**config.mk**
```make
export PLATFORM = sky130hd
export DESIGN_NAME = piece_engine
export DESIGN_NICKNAME = d
export VERILOG_FILES = /design/src/common/tetris_pkg.sv /design/src/source/piece_lfsr.sv /design/src/falling_piece/tetromino_table.sv /design/src/falling_piece/falling_buffer.sv /design/src/source/movement_buffer.sv /design/src/source/game_state.sv /design/src/source/piece_engine.sv
export SDC_FILE = /design/constraint.sdc
export NUM_CORES = 1
export LEC_CHECK = 0
export ABC_AREA = 1
export BUFFER_PORTS_ARGS = -buffer_cell sky130_fd_sc_hd__buf_2
export CORE_ASPECT_RATIO = 0.6
export CORE_MARGIN = 3
export CORE_UTILIZATION = 40
export CTS_BUF_LIST = sky130_fd_sc_hd__clkbuf_16
export CTS_CLUSTER_DIAMETER = 60
export DETAILED_ROUTE_END_ITERATION = 7
export GPL_TIMING_DRIVEN = 0
export SLEW_MARGIN = 20
export SYNTH_ARGS = -nofsm -noshare
export SYNTH_HDL_FRONTEND = slang
export SYNTH_SLANG_ARGS = --single-unit
```
**constraint.sdc**
```tcl
create_clock -name clk -period 2.1 [get_ports clk]
set_input_delay 0 -clock clk [delete_from_list [all_inputs] [get_ports clk]]
set_output_delay 0 -clock clk [all_outputs]
set_load 0.02 [all_outputs]
```
**src/common/tetris_pkg.sv**
```systemverilog
package tetris_pkg;

	// Piece colours, one per tetromino kind
	typedef enum logic [2:0] {
		EMPTY  = 3'd0,
		BLUE   = 3'd1, // J
		GREEN  = 3'd2, // S
		CYAN   = 3'd3, // I
		RED    = 3'd4, // Z
		PURPLE = 3'd5, // T
		YELLOW = 3'd6, // O
		WHITE  = 3'd7  // L
	} tile_t;

	typedef struct packed {
		logic down;
		logic left;
		logic right;
		logic cw;
		logic ccw;
	} buttons_t;

	typedef enum logic [2:0] {
		FALLING,
		LOCKING,
		SPAWNING,
		GAME_OVER,
		RESETTING
	} game_state_t;

	// 4x4 bitmap, cell (r, c) sits at bit 15 - (4r + c), row 0 on top
	typedef logic [15:0] shape_t;

	typedef logic [4:0] row_t;
	typedef logic [3:0] col_t;
	typedef logic [6:0] timer_t;

	localparam col_t SPAWN_COL = 4'd4;
	localparam tile_t INITIAL_PIECE = PURPLE;
	localparam int LFSR_WIDTH = 8;

endpackage : tetris_pkg

```
**src/source/piece_lfsr.sv**
```systemverilog
`timescale 1ns/1ps

module piece_lfsr
	import tetris_pkg::*;
(
	input  logic  clk,
	input  logic  reset_n,
	input  logic  advance,
	output tile_t kind
);

	logic [LFSR_WIDTH-1:0] lfsr_state;
	logic [2:0] raw_kind;

	// Fibonacci form, taps at 7, 5, 4 and 3
	always_ff @(posedge clk) begin
		if (!reset_n)
			lfsr_state <= LFSR_WIDTH'(1);
		else if (advance)
			lfsr_state <= {lfsr_state[LFSR_WIDTH-2:0],
				lfsr_state[3] ^ lfsr_state[4] ^ lfsr_state[5] ^ lfsr_state[7]};
	end

	// Never hand out EMPTY, fall back to the upper field and then to BLUE
	always_comb begin
		if (lfsr_state[2:0] != 3'd0)
			raw_kind = lfsr_state[2:0];
		else if (lfsr_state[5:3] != 3'd0)
			raw_kind = lfsr_state[5:3];
		else
			raw_kind = 3'd1;
	end

	assign kind = tile_t'(raw_kind);

endmodule : piece_lfsr

```
**src/falling_piece/tetromino_table.sv**
```systemverilog
`timescale 1ns/1ps

module tetromino_table
	import tetris_pkg::*;
(
	input  tile_t  kind,
	output shape_t shape
);

	// Spawn orientation, rows listed top to bottom
	always_comb begin
		shape = '0;
		case (kind)
			BLUE: begin
				// J
				shape = {4'b0000, 4'b1000, 4'b1110, 4'b0000};
			end
			GREEN: begin
				// S
				shape = {4'b0000, 4'b0110, 4'b1100, 4'b0000};
			end
			CYAN: begin
				// I lies flat in row 2
				shape = {4'b0000, 4'b0000, 4'b1111, 4'b0000};
			end
			RED: begin
				// Z
				shape = {4'b0000, 4'b1100, 4'b0110, 4'b0000};
			end
			PURPLE: begin
				// T
				shape = {4'b0000, 4'b0100, 4'b1110, 4'b0000};
			end
			YELLOW: begin
				// O
				shape = {4'b0000, 4'b0110, 4'b0110, 4'b0000};
			end
			WHITE: begin
				// L
				shape = {4'b0000, 4'b0010, 4'b1110, 4'b0000};
			end
			default: begin
				shape = '0;
			end
		endcase
	end

endmodule : tetromino_table

```
**src/falling_piece/falling_buffer.sv**
```systemverilog
`timescale 1ns/1ps

module falling_buffer
	import tetris_pkg::*;
(
	input  logic       clk,
	input  logic       reset_n,
	input  tile_t      new_kind,
	input  logic       load,
	input  logic [1:0] rotate_cw_count,
	input  logic       rotate_start,
	output shape_t     shape,
	output tile_t      kind,
	output logic       spin_busy
);

	shape_t loaded_shape;
	shape_t spun_shape;
	logic [1:0] spin_count;

	tetromino_table u_table (
		.kind  (new_kind),
		.shape (loaded_shape)
	);

	// One clockwise quarter turn of the stored shape
	always_comb begin
		spun_shape = shape;
		case (kind)
			CYAN: begin
				// Row 2 and column 1 trade places, (2, 1) maps onto itself
				for (int k = 0; k < 4; k++) begin
					spun_shape[7 - k] = shape[2 + 4 * k];
					spun_shape[2 + 4 * k] = shape[7 - k];
				end
			end
			YELLOW, EMPTY: begin
				spun_shape = shape;
			end
			default: begin
				// 3x3 box at rows 1-3, cols 0-2, new (i, j) from old (2 - j, i)
				for (int i = 0; i < 3; i++) begin
					for (int j = 0; j < 3; j++) begin
						spun_shape[11 - 4 * i - j] = shape[3 + 4 * j - i];
					end
				end
			end
		endcase
	end

	always_ff @(posedge clk) begin
		if (!reset_n) begin
			shape <= '0;
			kind <= EMPTY;
			spin_count <= 2'd0;
		end else if (load) begin
			shape <= loaded_shape;
			kind <= new_kind;
			spin_count <= 2'd0;
		end else if (rotate_start) begin
			spin_count <= rotate_cw_count;
		end else if (spin_count != 2'd0) begin
			shape <= spun_shape;
			spin_count <= spin_count - 2'd1;
		end
	end

	assign spin_busy = (spin_count != 2'd0);

endmodule : falling_buffer

```
**src/source/movement_buffer.sv**
```systemverilog
`timescale 1ns/1ps

module movement_buffer
	import tetris_pkg::*;
#(
	parameter int FALL_TIME = 60
) (
	input  logic        clk,
	input  logic        reset_n,
	input  logic        frame_tick,
	input  logic        frame_parity,
	input  game_state_t state,
	input  buttons_t    buttons,
	input  logic        collision,
	output row_t        row,
	output col_t        col,
	output logic        lock_request,
	output logic        end_request,
	output logic        rotate_start,
	output logic [1:0]  rotate_cw_count
);

	localparam timer_t FALL_RELOAD = timer_t'(FALL_TIME);

	logic act;
	row_t next_row;
	col_t next_col;
	timer_t fall_timer, next_timer;
	// One-hot record of the move made on the last even tick
	buttons_t last_move, next_move;

	assign act = frame_tick && (state == FALLING);

	always_comb begin
		next_row = row;
		next_col = col;
		next_timer = fall_timer;
		next_move = last_move;
		lock_request = 1'b0;
		end_request = 1'b0;
		rotate_start = 1'b0;
		rotate_cw_count = 2'd0;

		if (act && !frame_parity) begin
			// Even tick, take at most one move
			next_timer = fall_timer - 7'd1;
			next_move = '0;
			if (fall_timer == 7'd0 || buttons.down) begin
				next_timer = FALL_RELOAD;
				next_row = row + 5'd1;
				next_move.down = 1'b1;
			end else if (buttons.left) begin
				next_col = col - 4'd1;
				next_move.left = 1'b1;
			end else if (buttons.right) begin
				next_col = col + 4'd1;
				next_move.right = 1'b1;
			end else if (buttons.cw) begin
				rotate_start = 1'b1;
				rotate_cw_count = 2'd1;
				next_move.cw = 1'b1;
			end else if (buttons.ccw) begin
				rotate_start = 1'b1;
				rotate_cw_count = 2'd3;
				next_move.ccw = 1'b1;
			end
		end else if (act) begin
			// Odd tick, back out the last move if it collided
			next_move = '0;
			if (collision) begin
				if (last_move.left) begin
					next_col = col + 4'd1;
				end else if (last_move.right) begin
					next_col = col - 4'd1;
				end else if (last_move.down) begin
					next_row = row - 5'd1;
					lock_request = 1'b1;
				end else if (last_move.cw) begin
					rotate_start = 1'b1;
					rotate_cw_count = 2'd3;
				end else if (last_move.ccw) begin
					rotate_start = 1'b1;
					rotate_cw_count = 2'd1;
				end else begin
					// Blocked right where it spawned
					end_request = 1'b1;
				end
			end
		end
	end

	always_ff @(posedge clk) begin
		if (!reset_n) begin
			row <= 5'd0;
			col <= SPAWN_COL;
			fall_timer <= FALL_RELOAD;
			last_move <= '0;
		end else if (frame_tick && state == SPAWNING) begin
			row <= 5'd0;
			col <= SPAWN_COL;
		end else begin
			row <= next_row;
			col <= next_col;
			fall_timer <= next_timer;
			last_move <= next_move;
		end
	end

endmodule : movement_buffer

```
**src/source/game_state.sv**
```systemverilog
`timescale 1ns/1ps

module game_state
	import tetris_pkg::*;
(
	input  logic        clk,
	input  logic        reset_n,
	input  logic        frame_tick,
	input  logic        lock_request,
	input  logic        end_request,
	input  logic        any_button,
	output game_state_t state,
	output logic        frame_parity
);

	game_state_t next_state;

	always_comb begin
		next_state = state;
		case (state)
			FALLING:   if (lock_request) next_state = LOCKING;
			LOCKING:   next_state = SPAWNING;
			SPAWNING:  next_state = FALLING;
			GAME_OVER: if (any_button) next_state = RESETTING;
			RESETTING: next_state = SPAWNING;
			default:   next_state = GAME_OVER;
		endcase

		if (end_request)
			next_state = GAME_OVER;
	end

	always_ff @(posedge clk) begin
		if (!reset_n)
			frame_parity <= 1'b0;
		else if (frame_tick)
			frame_parity <= ~frame_parity;
	end

	// Transitions only on odd ticks
	always_ff @(posedge clk) begin
		if (!reset_n)
			state <= GAME_OVER;
		else if (frame_tick && frame_parity)
			state <= next_state;
	end

endmodule : game_state

```
**src/source/piece_engine.sv**
```systemverilog
`timescale 1ns/1ps

module piece_engine
	import tetris_pkg::*;
#(
	parameter int FALL_TIME = 60
) (
	input  logic        clk,
	input  logic        reset_n,
	input  logic        frame_tick,
	input  buttons_t    buttons,
	input  logic        collision,
	output game_state_t state,
	output logic        frame_parity,
	output row_t        row,
	output col_t        col,
	output shape_t      shape,
	output tile_t       piece_kind,
	output tile_t       next_kind,
	output logic        spin_busy
);

	tile_t lfsr_kind;
	logic lock_request;
	logic end_request;
	logic rotate_start;
	logic [1:0] rotate_cw_count;
	logic spawn_tick;

	// Odd tick in SPAWNING, the machine moves on to FALLING here
	assign spawn_tick = frame_tick && frame_parity && (state == SPAWNING);

	game_state u_game_state (
		.clk, .reset_n, .frame_tick,
		.lock_request, .end_request,
		.any_button (|buttons),
		.state, .frame_parity
	);

	piece_lfsr u_lfsr (
		.clk, .reset_n,
		.advance (frame_tick),
		.kind    (lfsr_kind)
	);

	// Preview hands its kind to the falling piece and refills from the LFSR
	always_ff @(posedge clk) begin
		if (!reset_n)
			next_kind <= INITIAL_PIECE;
		else if (spawn_tick)
			next_kind <= lfsr_kind;
	end

	falling_buffer u_falling (
		.clk, .reset_n,
		.new_kind (next_kind),
		.load     (spawn_tick),
		.rotate_cw_count, .rotate_start,
		.shape,
		.kind     (piece_kind),
		.spin_busy
	);

	movement_buffer #(
		.FALL_TIME (FALL_TIME)
	) u_movement (
		.clk, .reset_n, .frame_tick, .frame_parity, .state,
		.buttons, .collision,
		.row, .col,
		.lock_request, .end_request,
		.rotate_start, .rotate_cw_count
	);

endmodule : piece_engine

```
## Word-level counts from Yosys, hierarchy flattened

Index checks and enable logic that the tools add are counted.

| storage, ports and cells | value |
|---|---|
| register bits after elaboration | 57 |
| input bits | 9 |
| output and inout port bits | 36 |

| operators by class | value |
|---|---|
| $add $sub $neg | 6 |
| equality and inequality tests | 23 |
| multiplexer cells | 87 |
| bitwise gates (word level) | 6 |
| reductions and logical operators | 34 |

Operators by type and width:

| kind | count |
|---|---|
| 12-bit case mux with 7 select lines | 1 |
| 5-bit 2-to-1 mux | 9 |
| 1-bit 2-to-1 mux | 39 |
| 4-bit 2-to-1 mux | 9 |
| 16-bit 2-to-1 mux | 2 |
| 2-bit 2-to-1 mux | 15 |
| 3-bit 2-to-1 mux | 7 |
| 3-bit == test (second input constant) | 6 |
| 3-bit by 2-bit == test with 1-bit output (second input constant) | 5 |
| 15-bit 2-to-1 mux | 1 |
| 2-bit nonzero test | 7 |
| 3-bit case mux with 4 select lines | 1 |
| 3-bit AND reduction | 4 |
| 2-bit != test (second input constant) | 5 |
| 3-bit nonzero test | 3 |
| 2-bit OR reduction | 4 |
| 7-bit logical NOT | 1 |
| 7-bit 2-to-1 mux | 1 |
| 7-bit by 1-bit subtractor with 7-bit output (second input constant) | 1 |
| 3-bit by 1-bit == test with 1-bit output (second input constant) | 2 |
| 3-bit logical NOT | 2 |
| 3-bit != test (second input constant) | 2 |
| 6-bit AND reduction | 1 |
| 5-bit by 1-bit adder with 5-bit output (second input constant) | 1 |
| 16 further kinds | 27 |

## Longest topological paths before layout

Gate-level depths: netlist of run 1.

| depth | value |
|---|---|
| depth after elaboration | 10 |
| mapped depth | 14 |
| gate-level depth less buffers | 14 |

## Hierarchy

A second synthesis of run 1 with hierarchy kept.

| unflattened totals | value |
|---|---|
| cell total of the unflattened synthesis | 497 |
| area total of the unflattened synthesis | 3304.4 µm² |

Modules (own cells, without submodules):

| module | instances | cells an instance | area each (µm²) |
|---|---|---|---|
| movement_buffer | 1 | 208 | 1406.3 |
| falling_buffer | 1 | 155 | 992.2 |
| piece_lfsr | 1 | 51 | 367.9 |
| game_state | 1 | 37 | 250.2 |
| piece_engine | 1 | 23 | 151.4 |
| tetromino_table | 1 | 23 | 136.4 |

## Worst setup path before layout of run 1

No wires, ideal clock.

| path | value |
|---|---|
| path type | reg2reg |
| from | reg u_game_state.state[2] |
| to | reg u_movement.row[4] |
| data arrival time | 1.839 ns |
| data required time | 2.030 ns |
| path slack | 0.191 ns |
| cell stages (with the launch flop) | 10 |
| buffers on the path | 1 |
| clock period less this slack | 1.909 ns |
| path through | dfxtp_1 -> nor2_4 -> nand4_4 -> buf_2 -> ha_1 -> a21o_1 -> nor2_1 -> xor2_1 -> nand2_1 -> a21oi_1 |

| between the ends | value |
|---|---|
| cells in the longest elaborated chain, start to end | 5 |

Ends and longest elaborated chain:

| item | RTL line | RTL |
|---|---|---|
| start: declaration | game_state.sv:12 | `output game_state_t state,` |
| start signal: assignment | game_state.sv:45 | `state <= next_state;` |
| 3-bit logical NOT | movement_buffer.sv:32 | `assign act = frame_tick && (state == FALLING);` |
| 1-bit logical AND | movement_buffer.sv:32 |  |
| 1-bit logical AND | movement_buffer.sv:44 | `if (act && !frame_parity) begin` |
| 2-bit != test (no source line) / 2-bit nonzero test (equally long branches) | n/a |  |
| 6-bit AND reduction (no source line) | n/a |  |
| end signal: assignment | movement_buffer.sv:102 | `row <= next_row;` |
| end: declaration | movement_buffer.sv:15 | `output row_t row,` |

Several ways; a longest one is shown, not always the timed one.
A chain may end at the register's enable or synchronous reset.

## Worst setup path after layout of run 1

Ends and elaborated chain as after synthesis.

==> results.tsv, run 1 <==
metric	value	unit
DIE WIDTH	118	µm
remaining routing DRC violations	0	
TritonRoute pass-1 iters	4	
run status	finished clean	
number of synthesized register bits	52	
post-DP HPWL	5.78	mm
CTS clk-pin slew, worst paths	70	ps
global-route usage over all layers	18.1	%
register area	0.00104	mm²
final setup vio count	0	
Fmax	529	MHz
reg2reg end	u_movement.row[4]	
Core Util, Final	49.9	%
CTS tree	yes	
Setup crit end kind	flip-flop	
share of cells above drive strength 1	17.0	%
Leak Pwr	0.00177	µW
Setup CP Type	reg -> reg	
Overflow after GRT	0	
hold path endpoint	u_movement.last_move[2]	
Synthesis Warnings	0	
Net count, final	512	
hold buffers post-CTS	0	
Initial Util	42.9	%
unrepaired setup endpoints after global routing	no	
Post-synth EDFFs	0	
worst hold margin	20.7	ps
synthesis-to-layout area growth	16.2	%
hold path cells	3	
area post-placement	0.00332	mm²
Cell variety after synth	40	
via/cell ratio	4.82	
M1 WL	4.10	mm
Fill cells	746	
mapped cell area	0.00299	mm²
antenna violations before repair	0	
r2r setup slk	210	ps
dpl ws	47.9	ps
Post-synth top flop	dfxtp_1	
slew margin rel.	55.2	%
synth top area cells	dfxtp_1, nand2_1, inv_1	
worst hold path class	in -> reg	
vias in the first global route	2533	
measured slew at the worst slew-check pin	671	ps
CTS Root Buffer Type	clkbuf_16	
first-pass GRT wire length	12.6	mm
Synth top area share	34.8	%
total CTS buffers	5	
Startpoint Class	flip-flop	
GP Congestion	0.871	
final max-slew violation count	0	
wire length on met2	2.89	mm
Iter 0 DRT Violations	186	
uppermost layer routed	met4	
WL met3	411	µm
pwr/cell area	655	mW/mm²
syn_area_per_cell	6.75	µm²
multi-input logic area	0.00161	mm²
antenna viol nets, final	0	
HP Start	buttons[2]	
total of max-cap violations	0	
post-synthesis sequential area ratio	34.8	%
reg2reg start	u_game_state.state[2]	
ant diodes	0	
pin count of the biggest net entering global routing	16	
slack of the critical path	211	ps
worst skew pair latency	290	ps
standard-cell rows	23	
post-synth top area cell	dfxtp_1	
Synth async-reset ratio	0	%
Final Instance Area	0.00347	mm²
CTS Buffer Depth	2	
critical path arrival	2110	ps
DIE AREA	0.00858	mm²
number of port buffers	38	
CORE AREA	0.00696	mm²
Tmin final	1890	ps
cell count after synthesis	443	
# clock sinks	52	
critical path required time	2330	ps
Vias	2861	
Max VDD drop	0.000345	V
IO Pins	45	
Final Hold Fails	0	
Clock Skews	2.85	ps
worst-path fanout max	12	
Sum Neg Setup Slack	0	ps
die height	73.0	µm
Reg2Reg Depth	9	
H-tree depth	2	
final wirelength	7.44	mm
Avg WL per Cell	12.5	µm
Tcrit/Tclk final	89.9	%
## layout by cell type (no fill, tap or decap), types with 2 or more instances in the layout
| cell | netlist | routed |
|---|---|---|
| nor2_2 | 2 | 2 |
| clkinv_2 | 1 | 2 |
| inv_1 | 61 | 61 |
| ha_1 | 8 | 8 |
| nand3_1 | 26 | 26 |
| o211ai_1 | 2 | 2 |
| nand3b_1 | 2 | 2 |
| buf_2 | 3 | 40 |
| nor2_4 | 3 | 3 |
| clkbuf_16 | 0 | 5 |
| nand2_2 | 2 | 2 |
| a21oi_1 | 26 | 26 |
| nand2_1 | 92 | 92 |
| xnor2_1 | 3 | 3 |
| conb_1 | 1 | 5 |
| nor2_1 | 58 | 58 |
| inv_2 | 7 | 7 |
| o21ai_1 | 10 | 10 |
| xor2_1 | 8 | 8 |
| o22ai_1 | 3 | 3 |
| clkbuf_1 | 4 | 4 |
| dfxtp_1 | 52 | 52 |
| a22oi_1 | 3 | 3 |
| nand3_2 | 3 | 3 |
| a31oi_1 | 2 | 2 |
| o21ai_0 | 24 | 24 |
| a32oi_1 | 2 | 2 |
| buf_4 | 6 | 9 |
| o21ai_2 | 2 | 2 |
| nand4_1 | 9 | 9 |
| nor3_1 | 7 | 7 |
| nand2_4 | 2 | 2 |
## report_power, final
part / internal [µW] / switching [µW]
logic: 134 / 266
clock network: 434 / 374
registers: 1030 / 36.6
total: 1600 / 677
## sequential cells by signal, indices dropped and copies added (netlist names), 3 cells and up
signal and count:
u_game_state.state 3, next_kind 3, u_movement.fall_timer 7, u_movement.col 4, u_lfsr.lfsr_state 8, u_falling.kind 3
u_falling.shape 11, u_movement.row 5, u_movement.last_move 5
## synthesized netlist by cell type (3+ instances only)
library cell and number:
nand2_1 92, inv_1 61, nor2_1 58, dfxtp_1 52, a21oi_1 26, nand3_1 26, o21ai_0 24, o21ai_1 10
nand4_1 9, ha_1 8, xor2_1 8, inv_2 7, nor3_1 7, buf_4 6, clkbuf_1 4, a22oi_1 3
buf_2 3, nand3_2 3, nor2_4 3, o22ai_1 3, xnor2_1 3
## what timing repair did
item                       in CTS  in global routing
setup endpoints to repair       0                  2
gates resized for setup         0                  2
buffers inserted                0                  2
## layout make-up
class                           instances  area share, %
Buffer                                 15           2.70
Clock inverter                          2          0.360
Sequential cell                        52           30.0
Inverter                               70           7.67
Multi-Input combinational cell        310           46.2
Clock buffer                            5           3.60
Tap cell                              100           3.60
Timing Repair Buffer                   40           5.91
## layer usage
metal / up-vias / GRT usage, %
met5: - / 0
met4: 0 / 3.51
met3: 5 / 4.03
met2: 76 / 25.3
met1: 1257 / 28.3
li1: 1523 / -
## logic make-up after synthesis
group           count (synthesis)  share of synthesized area (%)
simple gates                  209                           31.8
buf+inv                        85                           12.0
compound gates                 76                           14.0
flops                          52                           34.8
xor+xnor                       11                           3.22
fa+ha+maj                       9                           4.02
other cells                     1                          0.125
## how the worst max path moves through the flow
stage	startpoint	end	slack, ps	cells after the start
CTS	u_game_state.state[2]	u_movement.row[4]	30	9
global placement	u_game_state.state[2]	u_movement.row[4]	70	9
finish	u_game_state.state[2]	u_movement.row[4]	210	9
detailed placement	u_game_state.state[2]	u_movement.row[4]	50	9
floorplan	u_game_state.state[2]	u_movement.row[4]	190	9
global route	u_game_state.state[2]	u_movement.row[4]	60	10
## worst max-delay path, stage by stage, from the launching register on
cell and delay [ps]:
dfxtp_1 380, nor2_4 180, nand4_4 100, buf_4 200, ha_1 330, a21o_1 170
nor2_1 140, xor2_1 160, nand2_1 70, a21oi_1 110
## stage by stage
| stage | cells | power [µW] |
|---|---|---|
| floorplan | 447 | 1380 |
| global placement | 585 | 1480 |
| detailed placement | 585 | 1490 |
| CTS | 592 | 2300 |
| global route | 594 | 2400 |
| finish | 594 | 2270 |
(Power assumes the default switching activity.)
==> run 2: changes to the inputs <==
CTS_CLUSTER_DIAMETER = 100   (was 60)
clock period = 2.24 ns   (was 2.1 ns; I/O delays follow)
==> results.tsv, run 2 (same netlist as run 1, synthesis figures left out) <==
metric	value	unit	change
crit-path max cell delay	380	ps	about the same
antenna viol nets, final	0		unchanged
Leak Pwr	0.00177	µW	-0.47%
first-pass GRT wire length	12.6	mm	unchanged
Fmax	489	MHz	-7.7%
Max VDD drop	0.000324	V	-6.2%
CP delay by family, top	simple AND/OR/NAND/NOR gates		
pwr/cell area	616	mW/mm²	-5.9%
setup bufs post-CTS	0		unchanged
worst skew pair latency	290	ps	about the same
Clock Skews	2.90	ps	+0.0485 ps
CTS tree	yes		
Net count, final	510		-0.39%
hold buffers post-CTS	0		unchanged
DIE AREA	0.00858	mm²	unchanged
antenna violations before repair	0		unchanged
CTS Buffer Depth	2		unchanged
Max stage delay cell, worst path	dfxtp_1		
post-DP HPWL	5.78	mm	unchanged
share of cells above drive strength 1	16.7	%	-0.34 points
total power	2130	µW	-6.3%
most common cell after layout, fill and taps aside	nand2_1		
Fill cells	747		+0.13%
Tmin final	2050	ps	+158 ps
GP Congestion	0.871		unchanged
critical path arrival	2270	ps	+160 ps
total of max-cap violations	0		unchanged
Initial Util	42.9	%	unchanged
CORE AREA	0.00696	mm²	unchanged
largest reg by FF count	u_falling.shape		
remaining routing DRC violations	0		unchanged
Buf/Inv on CP	1		unchanged
vias in the first global route	2533		unchanged
pin count of the biggest net entering global routing	16		unchanged
IO Pins	45		unchanged
max reg flops	11		unchanged
measured slew at the worst slew-check pin	660	ps	-11.1 ps
register area	0.00104	mm²	unchanged
Setup crit end kind	flip-flop		
Startpoint Class	flip-flop		
# clock sinks	52		unchanged
synthesis-to-layout area growth	15.7	%	
Setup CP Type	reg -> reg		
CTS Root Buffer Type	clkbuf_16		
Vias	2811		-1.7%
Overflow after GRT	0		unchanged
Sum Neg Setup Slack	0	ps	unchanged
multi-input logic area	0.00161	mm²	unchanged
unrepaired setup endpoints after global routing	no		
most frequent cells in the layout	nand2_1, inv_1, nor2_1		
worst path cell trace	nor2_4 -> nand4_4 -> buf_4 -> ha_1 -> a21o_1 -> nor2_1 -> xor2_1 -> nand2_1 -> a21oi_1		
CTS clk-pin slew, worst paths	70	ps	about the same
Final Hold Fails	0		unchanged
global-route usage over all layers	18.1	%	unchanged
total CTS buffers	5		unchanged
final setup vio count	0		unchanged
slew margin rel.	56.0	%	+0.74 points
DIE WIDTH	118	µm	unchanged
via/cell ratio	4.75		-1.4%
die height	73.0	µm	unchanged
worst hold path class	in -> reg		
Iter 0 DRT Violations	211		+13%
critical path required time	2470	ps	+140 ps
number of port buffers	38		unchanged
H-tree depth	2		unchanged
run status	finished clean		
Tcrit/Tclk final	91.4	%	+1.4 points
final wirelength	7.40	mm	-0.55%
standard-cell rows	23		unchanged
ant diodes	0		unchanged
final max-slew violation count	0		unchanged
Top Registers	u_falling.shape x11, u_lfsr.lfsr_state x8, u_movement.fall_timer x7		
worst-path fanout max	12		unchanged
Avg WL per Cell	12.5	µm	-0.21%
TritonRoute pass-1 iters	4		unchanged
-- run 2: cell count changes in the layout (fill, tap and decap cells not counted), sizes merged --
cell	previous run	this run
buf	50	48
-- run 2: power by group --
part	total (µW)	switching (µW)	internal, µW
Sequential	1000	33.9	966
Clock	758	352	407
Combinational	374	249	125
Total	2130	635	1500
-- run 2: cell type report --
class / instances / share of cell area [%]
Tap cell: 100 / 3.62
Clock buffer: 5 / 3.62
Buffer: 15 / 2.71
Clock inverter: 2 / 0.362
Sequential cell: 52 / 30.1
Multi-Input combinational cell: 310 / 46.4
Timing Repair Buffer: 38 / 5.50
Inverter: 70 / 7.70
-- run 2: worst paths after layout --
kind / to / startpoint / slack, ps / depth (start not counted)
max reg2reg: u_movement.row[4] / u_game_state.state[2] / 190 / 9
max: u_movement.row[4] / u_game_state.state[2] / 190 / 9
min: u_movement.last_move[2] / buttons[2] / 20 / 3
min reg2reg: u_movement.fall_timer[0] / u_movement.fall_timer[0] / 470 / 2
-- run 2: routing by layer --
metal	GRT usage, %	wire length [µm]	up-vias
met4	3.51	44	0
met3	4.03	417	5
li1	-	-	1520
met1	28.3	4070	1223
met5	0	0	-
met2	25.3	2860	63
-- run 2: timing repair --
item	4_1_cts	5_1_grt
setup endpoints to repair	0	1
resized for setup	0	2
hold endpoints to repair	0	0
-- run 2: tightest hold or removal path: stages --
cell and delay, ps:
buf_2 110, a32oi_1 90, nor2_1 80
-- run 2: metrics by stage --
stage	utilization [%]	area, µm²	std cells	setup WS (ps)	hold slack, ps
after floorplan	-	3000	447	331	138
after global placement	47.7	3320	585	208	303
after detailed placement	47.7	3320	585	188	316
after CTS	49.6	3460	592	168	10.0
after global routing	49.7	3460	592	28.8	52.3
final	49.7	3460	592	193	23.5
==> run 3: changes to the inputs <==
ABC_AREA = unset   (was 1)
==> results.tsv, run 3 <==
metric	value	unit	change
hold path endpoint	u_movement.last_move[3]		
cell with the most instances after synthesis	dfxtp_1		
Setup CP Type	reg -> reg		
Clock Skews	4.34	ps	+1.44 ps
worst-path fanout max	9		-3
Leak Pwr	0.00135	µW	-24%
share of cells above drive strength 1	19.4	%	+2.7 points
crit-path max cell delay	530	ps	+150 ps
unrepaired setup endpoints after global routing	yes		
Buf/Inv on CP	2		+1
hold path cells	3		unchanged
reg2reg start	u_game_state.state[2]		
antenna violations before repair	0		unchanged
cell count after synthesis	339		-23%
pin count of the biggest net entering global routing	17		+1
Setup crit end kind	flip-flop		
DIE AREA	0.00807	mm²	-6.0%
placed cells	466		-20%
Synthesis Warnings	0		unchanged
HP Start	buttons[3]		
synthesis-to-layout area growth	20.9	%	
most common cell after layout, fill and taps aside	dfxtp_1		
# clock sinks	52		unchanged
Post-synth top flop	dfxtp_1		
mapped cell area	0.00280	mm²	-6.4%
CORE AREA	0.00644	mm²	-7.5%
Fill cells	657		-12%
via/cell ratio	5.25		+11%
CTS Root Buffer Type	clkbuf_16		
total CTS buffers	5		unchanged
Max VDD drop	0.000422	V	+30%
simple-gate share of the synthesized area	23.7	%	-8.1 points
Finished Layout Cells	481		-19%
multiplexer share of the synthesized area	6.13	%	+6.1 points
XOR/XNOR share of the synthesized area	5.01	%	+1.8 points
crit-path most repeated cell	buf_6		
CTS clk-pin slew, worst paths	70	ps	about the same
largest reg by FF count	u_falling.shape		
post-DP HPWL	5.12	mm	-11%
critical path required time	2450	ps	-20 ps
final setup vio count	0		unchanged
Iter 0 DRT Violations	155		-27%
final wirelength	6.92	mm	-6.6%
die height	70.8	µm	-3.0%
remaining routing DRC violations	0		unchanged
worst path cell trace	buf_6 -> or4b_4 -> buf_6 -> nor3_1 -> and2_1 -> o311ai_1 -> o41ai_2		
reg2reg end	u_game_state.state[2]		
critical path arrival	2380	ps	+110 ps
synth top area cells	dfxtp_1, mux2i_1, nand2_1		
IO Pins	45		unchanged
combinational family with the most area after synthesis	simple AND/OR/NAND/NOR gates		
run status	finished clean		
dpl ws	-193	ps	-381 ps
Final Hold Fails	0		unchanged
worst hold margin	9.86	ps	-13.7 ps
ant diodes	0		unchanged
syn_area_per_cell	8.25	µm²	+22%
GP Congestion	0.824		-5.5%
most frequent cells in the layout	dfxtp_1, buf_2, nand2_1		
Vias	2526		-10%
Post-Synth Adder-Cell Area	4.29	%	+0.27 points
TritonRoute pass-1 iters	5		+1
slew margin rel.	56.0	%	about the same
antenna viol nets, final	0		unchanged
post-synthesis sequential area ratio	37.2	%	+2.4 points
standard-cell rows	22		-4.3%
Overflow after GRT	0		unchanged
Synth Area in Compound Gates	17.2	%	+3.2 points
slack of the critical path	69.6	ps	-124 ps
number of port buffers	39		+2.6%
vias in the first global route	2276		-10%
Avg WL per Cell	14.4	µm	+15%
Post-synth top cells	dfxtp_1, nand2_1, nor2_1		
r2r setup slk	70	ps	-120 ps
CTS tree	yes		
Top Registers	u_falling.shape x11, u_lfsr.lfsr_state x8, u_movement.fall_timer x7		
Tmin final	2170	ps	+124 ps
global-route usage over all layers	17.8	%	-0.27 points
Max stage delay cell, worst path	or4b_4		
Reg2Reg Depth	7		-2
Fmax	461	MHz	-5.7%
DIE WIDTH	114	µm	-3.1%
pwr/cell area	636	mW/mm²	+3.3%
Cell variety after synth	52		+30%
Startpoint Class	flip-flop		
Tcrit/Tclk final	96.9	%	+5.5 points
CTS Buffer Depth	2		unchanged
Synth async-reset ratio	0	%	unchanged
total of max-cap violations	0		unchanged
H-tree depth	2		unchanged
CP delay by family, top	simple AND/OR/NAND/NOR gates		
Post-synth EDFFs	0		unchanged
worst skew pair latency	300	ps	about the same
Initial Util	43.4	%	+0.51 points
Net count, final	414		-19%
post-synth top area cell	dfxtp_1		
worst hold path class	in -> reg		
Synth top area share	37.2	%	+2.4 points
CP Launch Point	u_game_state.state[2]		
first-pass GRT wire length	11.6	mm	-7.9%
final max-slew violation count	0		unchanged
max reg flops	11		unchanged
measured slew at the worst slew-check pin	657	ps	-2.90 ps
number of synthesized register bits	52		unchanged
==> run 3: cell types whose count changed after synthesis, moves of 7 or more <==
cell,before,now
a311oi_1,0,7
inv_1,61,14
mux2i_1,0,16
nand2_1,92,37
nand3_1,26,12
nand4_1,9,1
nor2_1,58,31
nor3_1,7,14
o21ai_1,10,3
xnor2_1,3,13
==> run 3: cell type report <==
cell class / instances / area, µm² / share of cell area, %
multi-input combinational: 254 / 1630 / 48.0
clock inverter: 3 / 18.8 / 0.555
buffer: 21 / 136 / 4.03
timing repair buffer: 46 / 268 / 7.91
tap: 84 / 105 / 3.11
inverter: 16 / 62.6 / 1.85
sequential: 52 / 1040 / 30.8
clock buffer: 5 / 125 / 3.70
==> run 3: how the worst max path moves through the flow <==
| stage | end | slack [ps] | depth (start not counted) |
|---|---|---|---|
| CTS | u_movement.row[4] | 50 | 10 |
| global route | u_movement.row[4] | -30 | 10 |
| floorplan | u_movement.row[4] | 20 | 10 |
| global placement | u_movement.row[4] | -160 | 10 |
| finish | u_game_state.state[2] | 70 | 7 |
| detailed placement | u_movement.row[4] | -190 | 10 |
==> run 3: cells by family (layout without fill, tap and decap cells) <==
family                     count (synthesis)  count (layout)
xor gates and xnor gates                  16              16
AOI/OAI and AO/OA                         76              76
DFF                                       52              52
and+or+nand+nor                          131             131
other                                      1               5
adders and majority gates                  9               9
muxes                                     17              17
buffers and inverters                     37              91
==> run 3: tightest hold or removal path, delay by kind of cell <==
kind                   cells  cell delay [ps]
buffers and inverters      1              140
and+or+nand+nor            1               60
AOI/OAI and AO/OA          1               60
==> run 3: where the power goes <==
group / leakage [µW] / internal [µW] / switching, µW
Sequential: 0.000421 / 955 / 26.2
Clock: 0.0000635 / 411 / 362
Combinational: 0.000866 / 150 / 248
==> run 3: stage by stage <==
stage / cell area, µm² / util (%) / total power (µW) / setup TNS [ps]
after CTS: 3320 / 51.5 / 2160 / 0
after global routing: 3380 / 52.5 / 2250 / -40.8
final: 3380 / 52.5 / 2150 / 0
after floorplan: 2840 / - / 1290 / 0
after detailed placement: 3140 / 48.7 / 1390 / -261
after global placement: 3140 / 48.7 / 1390 / -166
==> run 3: per-layer routing <==
metal | vias to the layer above | routed length, µm | global-route usage (%)
li1 | 1296 | - | -
met1 | 1150 | 3720 | 28.9
met2 | 73 | 2630 | 23.0
met3 | 7 | 484 | 4.27
met4 | 0 | 74 | 4.35
met5 | - | 0 | 0
==> run 3: what timing repair did <==
item,CTS,global route
hold buffers,1,0
setup endpoints to repair,2,8
buffers inserted,1,4
gates resized for setup,3,5
endpoints found under the hold margin,1,0
pin swaps,3,4
cloned,0,1
